## src/hw/ds_config.svh

```systemverilog
// width and size macros for the decode stage
`ifndef DS_CONFIG_SVH
`define DS_CONFIG_SVH

// data word and pc width
`define DS_XLEN 64

// instruction width
`define DS_INST_W 32

// register file geometry
`define DS_GPR_ADDR_W 5
`define DS_GPR_NUM 32

`define DS_PC_STEP 4  // sequential pc increment, also the link offset

`endif

```

## src/hw/ds_pkg.sv

```systemverilog
// ds_pkg with the word, instruction and register types and the decode enumerations
`include "ds_config.svh"

package ds_pkg;

  typedef logic [`DS_XLEN-1:0] xlen_t;
  typedef logic [`DS_INST_W-1:0] inst_t;
  typedef logic [`DS_GPR_ADDR_W-1:0] gpr_addr_t;

  typedef enum logic [3:0] {
    ALU_ADD    = 4'd0,
    ALU_SUB    = 4'd1,
    ALU_SLL    = 4'd2,
    ALU_SLT    = 4'd3,
    ALU_SLTU   = 4'd4,
    ALU_XOR    = 4'd5,
    ALU_SRL    = 4'd6,
    ALU_SRA    = 4'd7,
    ALU_OR     = 4'd8,
    ALU_AND    = 4'd9,
    ALU_PASS_B = 4'd10  // lui
  } alu_op_e;

  // encodings follow branch funct3
  typedef enum logic [2:0] {
    BR_EQ  = 3'b000,
    BR_NE  = 3'b001,
    BR_LT  = 3'b100,
    BR_GE  = 3'b101,
    BR_LTU = 3'b110,
    BR_GEU = 3'b111
  } br_func_e;

  typedef enum logic [1:0] {
    JUMP_NONE   = 2'd0,
    JUMP_BRANCH = 2'd1,
    JUMP_JAL    = 2'd2,
    JUMP_JALR   = 2'd3
  } jump_e;

  typedef enum logic {
    SRC1_RS1 = 1'b0,
    SRC1_PC  = 1'b1
  } src1_sel_e;

  typedef enum logic [1:0] {
    SRC2_RS2     = 2'd0,
    SRC2_IMM     = 2'd1,
    SRC2_PC_STEP = 2'd2
  } src2_sel_e;

  // load/store funct3: width in [1:0], unsigned in [2]
  typedef enum logic [2:0] {
    MEM_B  = 3'b000,
    MEM_H  = 3'b001,
    MEM_W  = 3'b010,
    MEM_D  = 3'b011,
    MEM_BU = 3'b100,
    MEM_HU = 3'b101,
    MEM_WU = 3'b110
  } mem_op_e;

endpackage

```

## src/hw/ds_operand_bypass.sv

```systemverilog
// ds_operand_bypass, es/ms/ws priority forwarding mux for one source operand
`timescale 1ns/1ps

module ds_operand_bypass (
  input  ds_pkg::gpr_addr_t i_rs,
  input  ds_pkg::xlen_t     i_rf_data,
  input  ds_pkg::gpr_addr_t i_es_rd,
  input  ds_pkg::gpr_addr_t i_ms_rd,
  input  ds_pkg::gpr_addr_t i_ws_rd,
  input  ds_pkg::xlen_t     i_es_data,
  input  ds_pkg::xlen_t     i_ms_data,
  input  ds_pkg::xlen_t     i_ws_data,
  output ds_pkg::xlen_t     o_data,
  output logic              o_es_hit
);

  import ds_pkg::*;

  logic ms_hit;
  logic ws_hit;

  // rd of zero means the stage forwards nothing
  assign o_es_hit = (i_es_rd != '0) && (i_rs == i_es_rd);
  assign ms_hit   = (i_ms_rd != '0) && (i_rs == i_ms_rd);
  assign ws_hit   = (i_ws_rd != '0) && (i_rs == i_ws_rd);

  assign o_data = o_es_hit ? i_es_data :  // youngest result wins
                  ms_hit   ? i_ms_data :
                  ws_hit   ? i_ws_data :
                             i_rf_data;

endmodule

```

## config.mk

```make
export PLATFORM = sky130hd
export DESIGN_NAME = ds_operand_bypass
export DESIGN_NICKNAME = d
export VERILOG_FILES = /design/src/hw/ds_pkg.sv /design/src/hw/ds_operand_bypass.sv
export VERILOG_INCLUDE_DIRS = /design/src /design/src/hw
export SDC_FILE = /design/constraint.sdc
export NUM_CORES = 1
export LEC_CHECK = 0
export BUFFER_PORTS_ARGS = -buffer_cell sky130_fd_sc_hd__buf_2
export CAP_MARGIN = 40
export CORE_AREA = 5 5 128 130
export DETAILED_ROUTE_END_ITERATION = 8
export DIE_AREA = 0 0 133 135
export GPL_ROUTABILITY_DRIVEN = 0
export PLACE_DENSITY = 0.54
export SLEW_MARGIN = 25
export SYNTH_ARGS = -nofsm -noshare
export SYNTH_HDL_FRONTEND = slang
export SYNTH_SLANG_ARGS = --single-unit
```

## constraint.sdc

```tcl
create_clock -name vclk -period 2.9
set_clock_uncertainty 0.2 [all_clocks]
set_input_delay 0.58 -clock vclk [all_inputs]
set_output_delay 0.58 -clock vclk [all_outputs]
set_load 0.02 [all_outputs]
```

==> flow_summary.ini <==
[routing]
drc_errors = 0
drt-total-wl_um = 15100
ant_nets = 0
num_vias = 3817
wl_per_cell_um = 17.5
drtPass1Iterations = 4
drt_iter0_drc = 171
vias_per_cell = 4.41

[die]
start_util_pct = 16.4
io_pins = 341
core_area_um2 = 15000
die_w_um = 133
rows = 45
die_height_um = 135
die_area_um2 = 18000

[finish]
fillers = 1575
design.seq.count = 0
area_delta_synth_final_pct = 123
fin_nets = 955
final_cell_mix = buf_2 (271), buf_4 (72), inv_1 (64), nor2_1 (64), a221oi_2 (57)
drive_gt1_share_pct = 70.2
seq_area_um2 = 0
clkbuf_count = 0
final_common_cell = buf_2
antenna_cells = 0
multiInputGateArea_um2 = 2270

[yosys]
yosys_warnings = 0
ys_types = 23
yosysTopAreaCellShare_pct = 36.5
seq_area_frac_synth_pct = 0
syn_nets = 589
synth_top_area_cell = a221oi_2
synthCells = 313
netlist_top_cells_area = a221oi_2 (37%), mux2i_1 (26%), inv_1 (9.7%)
syn-cell-area_um2 = 2460
syn_area_per_cell_um2 = 7.87

[sta]
fin_hold_ws_ns = 1.31
hold_viol = 0
slew_headroom_pct = 73.8
fin_crit_ns = 3.11
rsz0062_at_grt = true
setup_viol = 64
drv_slew = 0
tightest_slew_ns = 0.393
clock.fmax_mhz = 322
setup_slack_ns = -0.209
finalSetupTns_ns = -10.52
fin_crit_sh_pct = 107

[global_route]
grt_pass1_vias = 3838
overflow = 0
grt_max_degree = 34
antenna_found_initial = 1
grt_first_pass_wirelength_um = 20700
met1_usage_pct = 17.0
grtUsageTotal_pct = 14.0
met3_usage_pct = 3.20
grt.busiest_layer = met2
grt_util_met2_pct = 26.7

[placement]
place_ws_ns = -0.380
port_buffers = 341
hpwl_um = 10600

[power]
ir_drop_mv = 0.0728
leakagePower_nw = 3.22
power.density_nw_per_um2 = 163

[critical_path]
cpPeakStageDelay_ns = 0.27
critical_path_depth = 9
crit_chain = buf_8 > buf_4 > xnor2_1 > nand4_1 > buf_4 > o21a_4 > clkbuf_16 > a221oi_2 > buf_4
cp_slowest_cell = o21a_4
worstPathArrival_ns = 2.33
cp-start-kind = primary input
cp_max_fo = 8
cp.required_ns = 2.12
critPathMostFrequentCell = buf_4
cp-end-kind = output port
crit_buf_inv = 5
critPathTopFamily = buffers and inverters
worstSetupPathType = primary input to output port

[worst_hold_path]
hold_depth = 4
hold_class = primary input to output port

[run_status]
failed_checks = negative setup slack
status = finished, violations left

[flow_run]
cap_violations = 0

[cts]
cts_hold_buf = 0
[cell usage after synthesis (all sizes together)]
library cell	n
a21oi	1
a221oi	64
and2	2
buf	23
clkbuf	5
inv	65
mux2i	64
nand4	1
nor2	64
nor3	3
nor3b	1
nor4	5
o21a	1
o21ai	2
xnor2	4
xor2	8
[final cells by class]
cell class	count	share of cell area [%]
inverter	65	4.44
timing repair buffer	391	49.9
tap	188	4.28
multi-input combinational	221	41.4
[metrics by stage]
stage	power, mW	util (%)	instance area, µm²	instances
2_1_floorplan	0.380	-	2460	313
3_3_place_gp	0.713	30.1	4520	839
3_5_place_dp	0.718	30.1	4520	839
4_1_cts	0.836	34.4	5170	858
5_1_grt	0.953	36.5	5490	865
6_report	0.894	36.5	5490	865
[per-layer routing]
metal | vias to the layer above | wire [µm]
met5 | - | 20
met4 | 2 | 54
met3 | 6 | 1440
met2 | 198 | 7840
met1 | 1743 | 5800
li1 | 1868 | -
[final timing paths]
kind / startpoint / end / slack, ns
max: i_rs[2] / o_data[48] / -0.21
min: i_ms_data[20] / o_data[20] / 1.31
[power by group]
| group | switching, mW | leakage, nW | internal (mW) |
|---|---|---|---|
| registers | 0 | 0 | 0 |
| clock network | 0 | 0 | 0 |
| logic | 0.421 | 3.22 | 0.472 |
| total | 0.421 | 3.22 | 0.472 |
[cell families after synthesis]
logic type / count (synthesis) / share of synthesized area, %
xor+xnor: 12 / 4.26
mux: 64 / 26.0
buf+inv: 93 / 17.8
compound gates: 68 / 39.0
simple gates: 76 / 12.9
[timing repair]
action                     4_1_cts  5_1_grt
cloned                           9        7
setup buffers                   11        2
gates resized for setup         99       36
pin swaps                       43       41
setup endpoints to repair       64       64
(Power assumes the default switching activity.)
