$ cat src/hw/ds_config.svh
// width and size macros for the decode stage
`ifndef DS_CONFIG_SVH
`define DS_CONFIG_SVH

// data word and pc width
`define DS_XLEN 64

// instruction width
`define DS_INST_W 32

// register file geometry
`define DS_GPR_ADDR_W 5
`define DS_GPR_NUM 32

`define DS_PC_STEP 4  // sequential pc increment, also the link offset

`endif

$ cat src/hw/ds_pkg.sv
// ds_pkg with the word, instruction and register types and the decode enumerations
`include "ds_config.svh"

package ds_pkg;

  typedef logic [`DS_XLEN-1:0] xlen_t;
  typedef logic [`DS_INST_W-1:0] inst_t;
  typedef logic [`DS_GPR_ADDR_W-1:0] gpr_addr_t;

  typedef enum logic [3:0] {
    ALU_ADD    = 4'd0,
    ALU_SUB    = 4'd1,
    ALU_SLL    = 4'd2,
    ALU_SLT    = 4'd3,
    ALU_SLTU   = 4'd4,
    ALU_XOR    = 4'd5,
    ALU_SRL    = 4'd6,
    ALU_SRA    = 4'd7,
    ALU_OR     = 4'd8,
    ALU_AND    = 4'd9,
    ALU_PASS_B = 4'd10  // lui
  } alu_op_e;

  // encodings follow branch funct3
  typedef enum logic [2:0] {
    BR_EQ  = 3'b000,
    BR_NE  = 3'b001,
    BR_LT  = 3'b100,
    BR_GE  = 3'b101,
    BR_LTU = 3'b110,
    BR_GEU = 3'b111
  } br_func_e;

  typedef enum logic [1:0] {
    JUMP_NONE   = 2'd0,
    JUMP_BRANCH = 2'd1,
    JUMP_JAL    = 2'd2,
    JUMP_JALR   = 2'd3
  } jump_e;

  typedef enum logic {
    SRC1_RS1 = 1'b0,
    SRC1_PC  = 1'b1
  } src1_sel_e;

  typedef enum logic [1:0] {
    SRC2_RS2     = 2'd0,
    SRC2_IMM     = 2'd1,
    SRC2_PC_STEP = 2'd2
  } src2_sel_e;

  // load/store funct3: width in [1:0], unsigned in [2]
  typedef enum logic [2:0] {
    MEM_B  = 3'b000,
    MEM_H  = 3'b001,
    MEM_W  = 3'b010,
    MEM_D  = 3'b011,
    MEM_BU = 3'b100,
    MEM_HU = 3'b101,
    MEM_WU = 3'b110
  } mem_op_e;

endpackage

$ cat src/hw/ds_gpr_file.sv
// ds_gpr_file, 32 x 64-bit general registers, two read ports and one write port
`timescale 1ns/1ps
`include "ds_config.svh"

module ds_gpr_file (
  input  logic              i_clk,
  input  ds_pkg::gpr_addr_t i_raddr1,
  input  ds_pkg::gpr_addr_t i_raddr2,
  input  logic              i_wen,
  input  ds_pkg::gpr_addr_t i_waddr,
  input  ds_pkg::xlen_t     i_wdata,
  output ds_pkg::xlen_t     o_rdata1,
  output ds_pkg::xlen_t     o_rdata2
);

  import ds_pkg::*;

  xlen_t regs [1:`DS_GPR_NUM-1];  // x0 has no storage

  always_ff @(posedge i_clk) begin
    if (i_wen && (i_waddr != '0)) begin
      regs[i_waddr] <= i_wdata;
    end
  end

  // same-cycle write is not visible until the edge
  assign o_rdata1 = (i_raddr1 == '0) ? '0 : regs[i_raddr1];
  assign o_rdata2 = (i_raddr2 == '0) ? '0 : regs[i_raddr2];

endmodule

$ cat config.mk
export PLATFORM = sky130hd
export DESIGN_NAME = ds_gpr_file
export DESIGN_NICKNAME = d
export VERILOG_FILES = /design/src/hw/ds_pkg.sv /design/src/hw/ds_gpr_file.sv
export VERILOG_INCLUDE_DIRS = /design/src /design/src/hw
export SDC_FILE = /design/constraint.sdc
export NUM_CORES = 2
export LEC_CHECK = 0
export BUFFER_PORTS_ARGS = -buffer_cell sky130_fd_sc_hd__buf_2
export CORE_MARGIN = 4
export CORE_UTILIZATION = 30
export CTS_CLUSTER_DIAMETER = 40
export DETAILED_ROUTE_END_ITERATION = 10
export PLACE_DENSITY = 0.52
export SLEW_MARGIN = 5
export SYNTH_ARGS = -nofsm -noshare
export SYNTH_HDL_FRONTEND = slang
export SYNTH_SLANG_ARGS = --single-unit
export TNS_END_PERCENT = 10
$ cat constraint.sdc
create_clock -name i_clk -period 10.2 [get_ports i_clk]
set_clock_uncertainty 0.15 [all_clocks]
set_input_delay 1.53 -clock i_clk [delete_from_list [all_inputs] [get_ports i_clk]]
set_output_delay 1.53 -clock i_clk [all_outputs]
set_load 0.005 [all_outputs]
==> results.yml <==
sta:
  fin_ws_ns: 3.232
  fin_setup_tns_ns: 0
  min_period_over_period_pct: 68.31
  slew_headroom_pct: 18.81
  holdWs_ns: 0.9982
  min_period_ns: 6.968
  finalSetupViolCount: 0
  rsz0062_at_grt: "no"
  slew_viol_final: 0
  hold_viol_final: 0
  worstMarginPinSlew_ns: 1.215
  max_freq_mhz: 143.5
synthesis:
  synth_fp_nets: 5622
  synthFlopType: "edfxtp_1"
  synthCells: 5541
  syn_avg_cell_area_sq_um: 16.76
  synth_common_cells: "edfxtp_1 (1984), mux2i_1 (1080), mux4_2 (440), a22oi_1 (368), nand2_1 (226)"
  synth_seq_area_share_pct: 64.16
  synth_most_common_cell: "edfxtp_1"
  yosys.area.top_type: "edfxtp_1"
  ys_ff_latch: 1984
  yosysTopAreaCellShare_pct: 64.16
  synth_cell_type_count: 37
  synthArstFlopShare_pct: 0
  synth_area_leaders: "edfxtp_1 (64%), mux2i_1 (12%), mux4_2 (11%), a22oi_1 (3.0%), a211oi_1 (1.0%)"
  syn-cell-area_sq_um: 92850
  synth_edf_count: 1984
  ys_warn_count: 0
floorplan:
  die_w_microns: 564.3
  io_pins: 209
  rows: 204
  coreArea_sq_um: 308600
  fp.dieH_microns: 564.3
  start_util_pct: 30.09
  dieArea_sq_um: 318500
grt:
  grt_pass1_vias: 58790
  grt_overflow: 0
  top_usage_layer: "met2"
  globalRouteMet3Util_pct: 3.895
  antenna_found_initial: 59
  grt_pass1_wl_mm: 472.5
  grt_max_degree: 126
  grt_use_met1_pct: 28.07
  use_met2_pct: 34.21
  grt_usage_pct: 20.98
final_layout:
  largest_registers: "regs (1984)"
  area_growth_pct: 16.59
  nNetsFinal: 5814
  layout-drive-gt1-share_pct: 22.50
  utilization_pct: 35.08
  largest_reg_flops: 1984
  regMostFlops: "regs"
  n_fill_cell: 29060
flow_run:
  cap_viol_max_count: 0
worst_setup_path:
  startpoint_type: "input port"
  crit_path_max_fanout: 58
  startpoint: "i_raddr1[2]"
  worstSetupEndpointType: "output pin"
  crit_required_ns: 8.52
  path_class: "in -> out"
  cp.arrival_ns: 5.29
clock_tree:
  ctsResizeCount: 0
  cts.sinks: 1984
  cts_buffers: 293
  cts_setup_buffers: 0
  cts.clk_slew.worst_paths_ns: 0.05
  h-tree-depth: 5
  cts_root_buf: "clkbuf_16"
  cts_tree: "yes"
  cts_max_path_buffers: 4
  cts_hold_buf: 0
placement:
  post-dp-hpwl_mm: 178.3
  pre_cts_ws_ns: 3.207
  gp_congestion: 0.7705
  port_buffers: 208
detailed_routing:
  ant_nets: 0
  vias: 58930
  drc_errors: 0
  drtIter0Drc: 6751
  drtPass1Iterations: 6
  vias_per_cell: 5.845
  drt-wirelength-per-cell_microns: 34.40
  wl_mm: 346.9
pwr:
  peakVddDrop_mv: 0.1527
  cellLeakagePower_nw: 36.78
  powerDensity_nw_per_um2: 193.1
hold_path:
  min_path_type: "in -> reg"
  min_from: "i_wdata[43]"
run_status:
  run_status: "finished clean"
[kinds of logic (layout without fill, tap and decap cells)]
| logic type | after synthesis | in the layout | share of synthesized area (%) |
|---|---|---|---|
| flip-flops | 1984 | 1984 | 64.16 |
| multiplexers | 1548 | 1548 | 22.65 |
| AO/OA/AOI/OAI | 1090 | 1090 | 8.580 |
| AND/OR/NAND/NOR | 461 | 461 | 2.098 |
| buffers and inverters | 458 | 878 | 2.505 |
| other | 0 | 2 | 0 |
[area by class of cell]
cell class	count	area, sq um	share of cell area, %
Antenna cell	2	5.005	0.004623
Tap cell	4120	5155	4.762
Clock inverter	182	1988	1.837
Clock buffer	341	7725	7.136
Multi-Input combinational cell	3099	31320	28.93
Sequential cell	1984	59580	55.03
Inverter	1	3.754	0.003467
Timing Repair Buffer	354	2484	2.294
[final timing paths]
check      endpoint  slack [ns]  cells past startpoint
max    o_rdata1[40]        3.23                     10
min    regs[12][43]         1.0                      1
[metrics by stage]
step / cell area, sq um / cells / total power [mW]
after global routing: 108300 / 10080 / 21.49
final: 108300 / 10080 / 20.90
after detailed placement: 98540 / 9558 / 10.96
after CTS: 108300 / 10080 / 21.04
after floorplan: 92850 / 5541 / 10.23
after global placement: 98540 / 9558 / 10.94
[placed cells by master, fill, tap and decap left out, types with 101 or more instances in the layout]
cell,Yosys,layout
edfxtp_1,1984,1984
a21oi_1,164,164
nand2_1,226,224
clkbuf_16,0,303
a211oi_1,128,128
mux4_2,440,440
a22oi_1,368,368
mux2i_1,1080,1080
a22o_1,109,109
buf_4,50,126
nor2_1,136,101
buf_2,134,199
[critical path, cell delays in order]
cell	delay [ns]
buf_8	0.33
buf_4	0.67
buf_4	0.75
buf_4	0.81
mux2i_1	0.28
a22oi_1	0.12
nand2_1	0.12
nand2_1	0.06
a32o_1	0.31
buf_2	0.13
[layer usage]
metal  up-vias  part of all wire (%)
met2      2994                    47
li1      23530                     -
met4        28                   3.9
met5         -                 0.053
met1     31670                    41
met3       709                   8.2
[power by group]
| group | switching [mW] | internal (mW) | leakage (nW) |
|---|---|---|---|
| logic | 1.10 | 0.582 | 14.3 |
| clock network | 3.86 | 6.24 | 4.65 |
| registers | 0.0412 | 9.08 | 17.9 |
Note: power is estimated with default switching activity, not from simulation.
