## src/hw/ds_config.svh

```systemverilog
// width and size macros for the decode stage
`ifndef DS_CONFIG_SVH
`define DS_CONFIG_SVH

// data word and pc width
`define DS_XLEN 64

// instruction width
`define DS_INST_W 32

// register file geometry
`define DS_GPR_ADDR_W 5
`define DS_GPR_NUM 32

`define DS_PC_STEP 4  // sequential pc increment, also the link offset

`endif

```

## src/hw/ds_pkg.sv

```systemverilog
// ds_pkg with the word, instruction and register types and the decode enumerations
`include "ds_config.svh"

package ds_pkg;

  typedef logic [`DS_XLEN-1:0] xlen_t;
  typedef logic [`DS_INST_W-1:0] inst_t;
  typedef logic [`DS_GPR_ADDR_W-1:0] gpr_addr_t;

  typedef enum logic [3:0] {
    ALU_ADD    = 4'd0,
    ALU_SUB    = 4'd1,
    ALU_SLL    = 4'd2,
    ALU_SLT    = 4'd3,
    ALU_SLTU   = 4'd4,
    ALU_XOR    = 4'd5,
    ALU_SRL    = 4'd6,
    ALU_SRA    = 4'd7,
    ALU_OR     = 4'd8,
    ALU_AND    = 4'd9,
    ALU_PASS_B = 4'd10  // lui
  } alu_op_e;

  // encodings follow branch funct3
  typedef enum logic [2:0] {
    BR_EQ  = 3'b000,
    BR_NE  = 3'b001,
    BR_LT  = 3'b100,
    BR_GE  = 3'b101,
    BR_LTU = 3'b110,
    BR_GEU = 3'b111
  } br_func_e;

  typedef enum logic [1:0] {
    JUMP_NONE   = 2'd0,
    JUMP_BRANCH = 2'd1,
    JUMP_JAL    = 2'd2,
    JUMP_JALR   = 2'd3
  } jump_e;

  typedef enum logic {
    SRC1_RS1 = 1'b0,
    SRC1_PC  = 1'b1
  } src1_sel_e;

  typedef enum logic [1:0] {
    SRC2_RS2     = 2'd0,
    SRC2_IMM     = 2'd1,
    SRC2_PC_STEP = 2'd2
  } src2_sel_e;

  // load/store funct3: width in [1:0], unsigned in [2]
  typedef enum logic [2:0] {
    MEM_B  = 3'b000,
    MEM_H  = 3'b001,
    MEM_W  = 3'b010,
    MEM_D  = 3'b011,
    MEM_BU = 3'b100,
    MEM_HU = 3'b101,
    MEM_WU = 3'b110
  } mem_op_e;

endpackage

```

## src/hw/ds_fetch_latch.sv

```systemverilog
// ds_fetch_latch, one-entry input register for instruction and pc from fetch
`timescale 1ns/1ps

module ds_fetch_latch (
  input  logic          i_clk,
  input  logic          i_reset,
  input  logic          i_fs_valid,
  input  logic          i_fs_ready,
  input  ds_pkg::inst_t i_fs_inst,
  input  ds_pkg::xlen_t i_fs_pc,
  output logic          o_held_valid,
  output ds_pkg::inst_t o_inst,
  output ds_pkg::xlen_t o_pc
);

  import ds_pkg::*;

  // valid follows fetch whenever the stage can take a new entry
  always_ff @(posedge i_clk) begin
    if (i_reset) begin
      o_held_valid <= 1'b0;
    end else if (i_fs_ready) begin
      o_held_valid <= i_fs_valid;
    end
  end

  always_ff @(posedge i_clk) begin
    if (i_fs_valid && i_fs_ready) begin  // fetch transfer
      o_inst <= i_fs_inst;
      o_pc   <= i_fs_pc;
    end
  end

endmodule

```

## config.mk

```make
export PLATFORM = sky130hd
export DESIGN_NAME = ds_fetch_latch
export DESIGN_NICKNAME = d
export VERILOG_FILES = /design/src/hw/ds_pkg.sv /design/src/hw/ds_fetch_latch.sv
export VERILOG_INCLUDE_DIRS = /design/src /design/src/hw
export SDC_FILE = /design/constraint.sdc
export NUM_CORES = 1
export LEC_CHECK = 0
export BUFFER_PORTS_ARGS = -buffer_cell sky130_fd_sc_hd__buf_2
export CELL_PAD_IN_SITES_DETAIL_PLACEMENT = 1
export CELL_PAD_IN_SITES_GLOBAL_PLACEMENT = 1
export CORE_MARGIN = 1.5
export CORE_UTILIZATION = 32
export DETAILED_ROUTE_END_ITERATION = 12
export PLACE_DENSITY = 0.75
export SYNTH_ARGS = -nofsm -noshare
export SYNTH_HDL_FRONTEND = slang
export SYNTH_SLANG_ARGS = --single-unit
```

## constraint.sdc

```tcl
create_clock -name i_clk -period 2.4 [get_ports i_clk]
set_clock_uncertainty 0.2 [all_clocks]
set_input_delay 0 -clock i_clk [delete_from_list [all_inputs] [get_ports i_clk]]
set_output_delay 0 -clock i_clk [all_outputs]
set_load 0.02 [all_outputs]
```

==> flow_metrics.tcl, run 1 <==
set metrics [dict create \
    endpoint_kind "flip-flop" \
    post_drt_wl_per_cell_um 17.2 \
    yosysUniqueCellTypes 5 \
    whs_endpoint "o_inst[0]$_DFFE_PP_" \
    critPathMaxStageDelay_ns 0.88 \
    antenna_cells 0 \
    first_pass_iters 8 \
    die_h_um 98.6 \
    worstReg2RegEnd "o_held_valid$_SDFFE_PP0P_" \
    slew_viol_final 0 \
    crit_arrival_ns 1.68 \
    setup_violations 0 \
    post-cts-setup-buffers 0 \
    drc 12 \
    viasPerCell 4.24 \
    cap_violations 0 \
    antenna_found_initial 0 \
    reg2reg_slack_ns 1.00 \
    slew_headroom 0.663 \
    p_total_w 0.00363 \
    clkSinkCount 97 \
    drive_gt1_frac 0.515 \
    path_clk_slew_ns 0.09 \
    grt_max_degree 50 \
    grt.met3_usage 0.0660 \
    violations "design-rule violations" \
    start_kind "input port" \
    dr.first_iter.drc_count 71 \
    start_util 0.332 \
    ys_seq_area_frac 0.993 \
    num-fill-cells 868 \
    syn2layout_area_growth_pct 80.1 \
    cts_hold_buf 100 \
    whs_path_depth 3 \
    grt_overflow_total 0 \
    use_met1 0.202 \
    reg2reg_depth 3 \
    grt_pass1_vias 2522 \
    cellLeakagePower_nw 2.23 \
    syn-cell-area_um2 2920 \
    fin_setup_tns_ns 0 \
    cts_root_buf "clkbuf_8" \
    grt_pass1_wl_mm 13.4 \
    final_cell_mix "196 x buf_2, 100 x dlygate4sd3_1, 96 x edfxtp_1" \
    gp_congestion 0.709 \
    cts_buffer_depth 2 \
    slowest_stage "dlygate4sd3_1" \
    crit_chain "dlygate4sd3_1 > buf_2 > and2_4 > dlygate4sd3_1" \
    met2_usage 0.334 \
    layout_min_cycle_time_ns 1.89 \
    fin_nets 509 \
    r2r-start "o_held_valid$_SDFFE_PP0P_" \
    io_pins 197 \
    clock_latency_ns 0.35 \
    fin_ws_ns 0.507 \
    status "finished with violations" \
    whs_ns 0.130 \
    htreeDepth 3 \
    worst_pin_slew_ns 0.504 \
    portBuffers 196 \
    power_density_nw_per_um2 689 \
    synth-seq-cells 97 \
    hold_start "i_fs_ready" \
    critPathRequiredTime_ns 2.19 \
    hold_viol 0 \
    hpwl_mm 5.40 \
    postRouteAntennaNets 0 \
    synth_area_per_cell_um2 29.2 \
    cts_resized 0 \
    ys_warn_count 0 \
    period_share 0.789 \
    cts_tree "built" \
    dieWidth_um 98.6 \
    mostFrequentLayoutCell "buf_2" \
    vias 2205 \
    cpMostUsedCell "dlygate4sd3_1" \
    grt_busiest_layer "met2" \
    worstSetupPathType "input port to flip-flop" \
    syn_nets 200 \
    rsz0062_at_grt "no" \
    worstPathMaxFanout 10 \
    utilization 0.598 \
    fmax_mhz 528 \
    ir_worst_vdd_uv 355 \
    hp-class "input port to flip-flop" \
    cts_inserted_buffers 9 \
    die_area_um2 9720 \
    fp-row-count 34 \
    pre_cts_ws_ns 1.02 \
    grt_usage 0.187 \
    routed_wl_mm 8.94 \
    core_area_um2 8810 \
    postSynthCellCount 100 \
]
[registers in the layout (all words and copies together) (netlist names)]
register,cells
o_inst,32
o_held_valid,1
o_pc,64
[Yosys cell counts (all sizes together)]
cell	n	area [µm²]
mux2i	1	10.0
and2	1	7.51
edfxtp	96	2880
dfxtp	1	20.0
nor2	1	3.75
[through the flow]
step                cells  area [µm²]
global placement      406        4070
detailed placement    406        4070
floorplan             100        2920
global route          520        5270
CTS                   520        5270
finish                520        5270
[cells by family (layout without fill, tap and decap cells)]
family / Yosys count / after routing / share of synthesized area
buf+inv: 0 / 312 / 0
flops: 97 / 97 / 0.993
mux: 1 / 1 / 0.00342
simple gates: 2 / 2 / 0.00385
[critical path, delay by kind of cell]
family                 cells  cell delay, ns
buffers and inverters      3            1.51
and+or+nand+nor            1            0.16
[power by group]
part	internal, W	total (W)	leakage [nW]	switching [W]
Sequential	0.00199	0.00201	0.909	0.0000281
Combinational	0.000239	0.000510	1.22	0.000271
Clock	0.000574	0.00111	0.102	0.000534
Total	0.00280	0.00363	2.23	0.000833
[worst max path at each step]
stage               startpoint  slack (ns)                    to  depth (start not counted)
floorplan           i_fs_ready        0.56   o_inst[0]$_DFFE_PP_                          1
finish              i_fs_valid        0.51  o_inst[22]$_DFFE_PP_                          4
global route        i_fs_valid        0.49    o_pc[16]$_DFFE_PP_                          4
CTS                 i_fs_valid        0.59    o_pc[26]$_DFFE_PP_                          4
global placement    i_fs_ready        1.07   o_inst[9]$_DFFE_PP_                          3
detailed placement  i_fs_ready        1.02    o_pc[47]$_DFFE_PP_                          3
[cell type report]
class,count,area [µm²],area share
Clock inverter,4,70.1,0.0133
Clock buffer,10,128,0.0242
Sequential cell,97,2900,0.551
Tap cell,108,135,0.0257
Timing Repair Buffer,298,2010,0.381
Multi-Input combinational cell,3,22.5,0.00428
[per-layer routing]
metal	vias to the layer above	part of all wire
met5	-	0
met4	0	0.025
met3	18	0.093
met2	135	0.51
met1	1035	0.37
li1	1017	-
Power figures use the tool's default switching activity.
==> run 2, diff against run 1 <==
--- a/config.mk
+++ b/config.mk
@@ -6,13 +6,14 @@
 export SDC_FILE = /design/constraint.sdc
 export NUM_CORES = 1
 export LEC_CHECK = 0
+export ABC_AREA = 1
 export BUFFER_PORTS_ARGS = -buffer_cell sky130_fd_sc_hd__buf_2
 export CELL_PAD_IN_SITES_DETAIL_PLACEMENT = 1
 export CELL_PAD_IN_SITES_GLOBAL_PLACEMENT = 1
 export CORE_MARGIN = 1.5
-export CORE_UTILIZATION = 32
+export CORE_UTILIZATION = 29
 export DETAILED_ROUTE_END_ITERATION = 12
-export PLACE_DENSITY = 0.75
+export PLACE_DENSITY = 0.71
 export SYNTH_ARGS = -nofsm -noshare
 export SYNTH_HDL_FRONTEND = slang
 export SYNTH_SLANG_ARGS = --single-unit
==> constraint.sdc (replaced) <==
create_clock -name i_clk -period 1.65 [get_ports i_clk]
set_clock_uncertainty 0.2 [all_clocks]
set_input_delay 0 -clock i_clk [delete_from_list [all_inputs] [get_ports i_clk]]
set_output_delay 0 -clock i_clk [all_outputs]
set_load 0.02 [all_outputs]
==> run 2 against run 1 <==
  * The flow now finishes without violations
  * Flip-flop and latch count did not move
  * Cell count grew 5.2%
  * Sequential power is 46% higher
  * Sequential share of layout area about the same
  * Non-clock buffer count down 2
  * Power grew 37%
  * Critical path type is now flip-flop to flip-flop
==> flow_metrics.tcl, run 2 <==
set metrics [dict create \
    status "finished clean" \
    critPathRequiredTime_ns 1.75 \
    rsz0062_at_grt "no" \
    hp-class "input port to flip-flop" \
    fin_ws_ns 0.349 \
    io_pins 197 \
    grt_overflow_total 0 \
    drc 0 \
    cts_resized 0 \
    viasPerCell 4.01 \
    die_h_um 103 \
    yosysUniqueCellTypes 5 \
    ys_warn_count 0 \
    yosysTopAreaCellShare 0.985 \
    period_share 0.789 \
    fin_nets 509 \
    layout_min_cycle_time_ns 1.30 \
    routed_wl_mm 8.67 \
    portBuffers 196 \
    ys_seq_area_frac 0.992 \
    power_density_nw_per_um2 942 \
    setup_violations 0 \
    cts_inserted_buffers 9 \
    slew_viol_final 0 \
    slew_headroom 0.804 \
    syn2layout_area_growth_pct 80.0 \
    p_total_w 0.00496 \
    clock_latency_ns 0.35 \
    drive_gt1_frac 0.514 \
    antenna_cells 0 \
    endpoint_kind "flip-flop" \
    core_area_um2 9770 \
    largest_reg_flops 64 \
    post-synth-top-count-cell "edfxtp_1" \
    ir_worst_vdd_uv 347 \
    mostFrequentLayoutCell "buf_2" \
    vias 2192 \
    dieWidth_um 103 \
    post_drt_wl_per_cell_um 15.9 \
    grt_pass1_wl_mm 12.0 \
    dr.first_iter.drc_count 19 \
    fp-row-count 36 \
    worstSetupPathType "flip-flop to flip-flop" \
    synthArstFlopShare 0 \
    synth_area_leader_cell "edfxtp_1" \
    worstPathMaxFanout 2 \
    grt_pass1_vias 2382 \
    utilization 0.539 \
    synth_area_per_cell_um2 28.7 \
    grt_max_degree 56 \
    cts_tree "built" \
    cts_buffer_depth 2 \
    hold_viol 0 \
    crit_arrival_ns 1.40 \
    largest_register "o_pc" \
    htreeDepth 3 \
    grt_usage 0.158 \
    instances_no_fill 547 \
    synth_flop_cell "edfxtp_1" \
    path_clk_slew_ns 0.09 \
    whs_ns 0.148 \
    postRouteAntennaNets 0 \
    worst_pin_slew_ns 0.294 \
    cap_violations 0 \
    final_cell_mix "196 x buf_2, 98 x dlygate4sd3_1, 96 x edfxtp_1" \
    dp.cells 433 \
    synth-seq-cells 97 \
    largest_registers "o_pc x64, o_inst x32, o_held_valid x1" \
    synthTopCellsByCount "96 x edfxtp_1, 2 x inv_1, 2 x nand2_1" \
    netlist_top_cells_area "edfxtp_1 99%, dfxtp_1 0.68%, a21oi_2 0.30%" \
    first_pass_iters 4 \
    syn_nets 202 \
    syn-cell-area_um2 2930 \
    pre_cts_ws_ns 0.486 \
    start_util 0.299 \
    fmax_mhz 769 \
    cts_root_buf "clkbuf_8" \
    postSynthCellCount 102 \
    die_area_um2 10700 \
    clkSinkCount 97 \
    antenna_found_initial 0 \
    gp_congestion 0.736 \
    synth-edff-count 96 \
    start_kind "flip-flop" \
    cellLeakagePower_nw 2.20 \
]
==> run 2: layout make-up <==
type                            count  area (µm²)
Clock inverter                      5        22.5
Fill cell                         976        4510
Timing Repair Buffer              296        2000
Tap cell                          133         166
Inverter                            2        11.3
Multi-Input combinational cell      3        32.5
Sequential cell                    97        2900
Clock buffer                       11         131
==> run 2: per-stage QoR <==
step	instance area [µm²]	TNS [ns]
2_1_floorplan	2950	-37.36
3_3_place_gp	4130	0
3_5_place_dp	4130	0
4_1_cts	5270	0
5_1_grt	5270	0
6_report	5270	0
==> run 2: report_power, final <==
group          leakage, nW  total (W)  internal (W)  switching (W)
Clock               0.0819    0.00129      0.000533       0.000759
Combinational         1.21   0.000739      0.000348       0.000391
Sequential           0.909    0.00293       0.00289      0.0000435
Total                 2.20    0.00496       0.00377        0.00119
==> run 2: critical path: stages, from the launching register on <==
cell and delay (ns):
dfxtp_1 0.33, nand2_1 0.06, a21oi_2 0.10, dlygate4sd3_1 0.55
==> run 2: metal layers <==
layer	up-vias	global-route usage	routed length, µm
met5	-	0	0
met1	1033	0.156	2960
met3	20	0.0484	734
li1	1019	-	-
met4	0	0.0915	235
met2	120	0.290	4740
==> run 2: final timing paths <==
kind                            depth (start not counted)  slack, ns                      start                         to
worst max-delay path                                    3       0.35  o_held_valid$_SDFFE_PP0P_  o_held_valid$_SDFFE_PP0P_
worst min register to register                          3       0.82  o_held_valid$_SDFFE_PP0P_  o_held_valid$_SDFFE_PP0P_
worst max register to register                          3       0.35  o_held_valid$_SDFFE_PP0P_  o_held_valid$_SDFFE_PP0P_
worst min-delay path                                    4       0.15                 i_fs_valid         o_pc[42]$_DFFE_PP_
==> run 2: cell families after synthesis <==
kind of cell           synth area share
buffers and inverters           0.00257
and+or+nand+nor                 0.00257
AOI/OAI and AO/OA               0.00299
DFF                               0.992
==> run 2: repair_timing <==
action,in CTS,in global routing
hold buffers,98,0
setup buffers,0,0
endpoints found under the hold margin,97,0
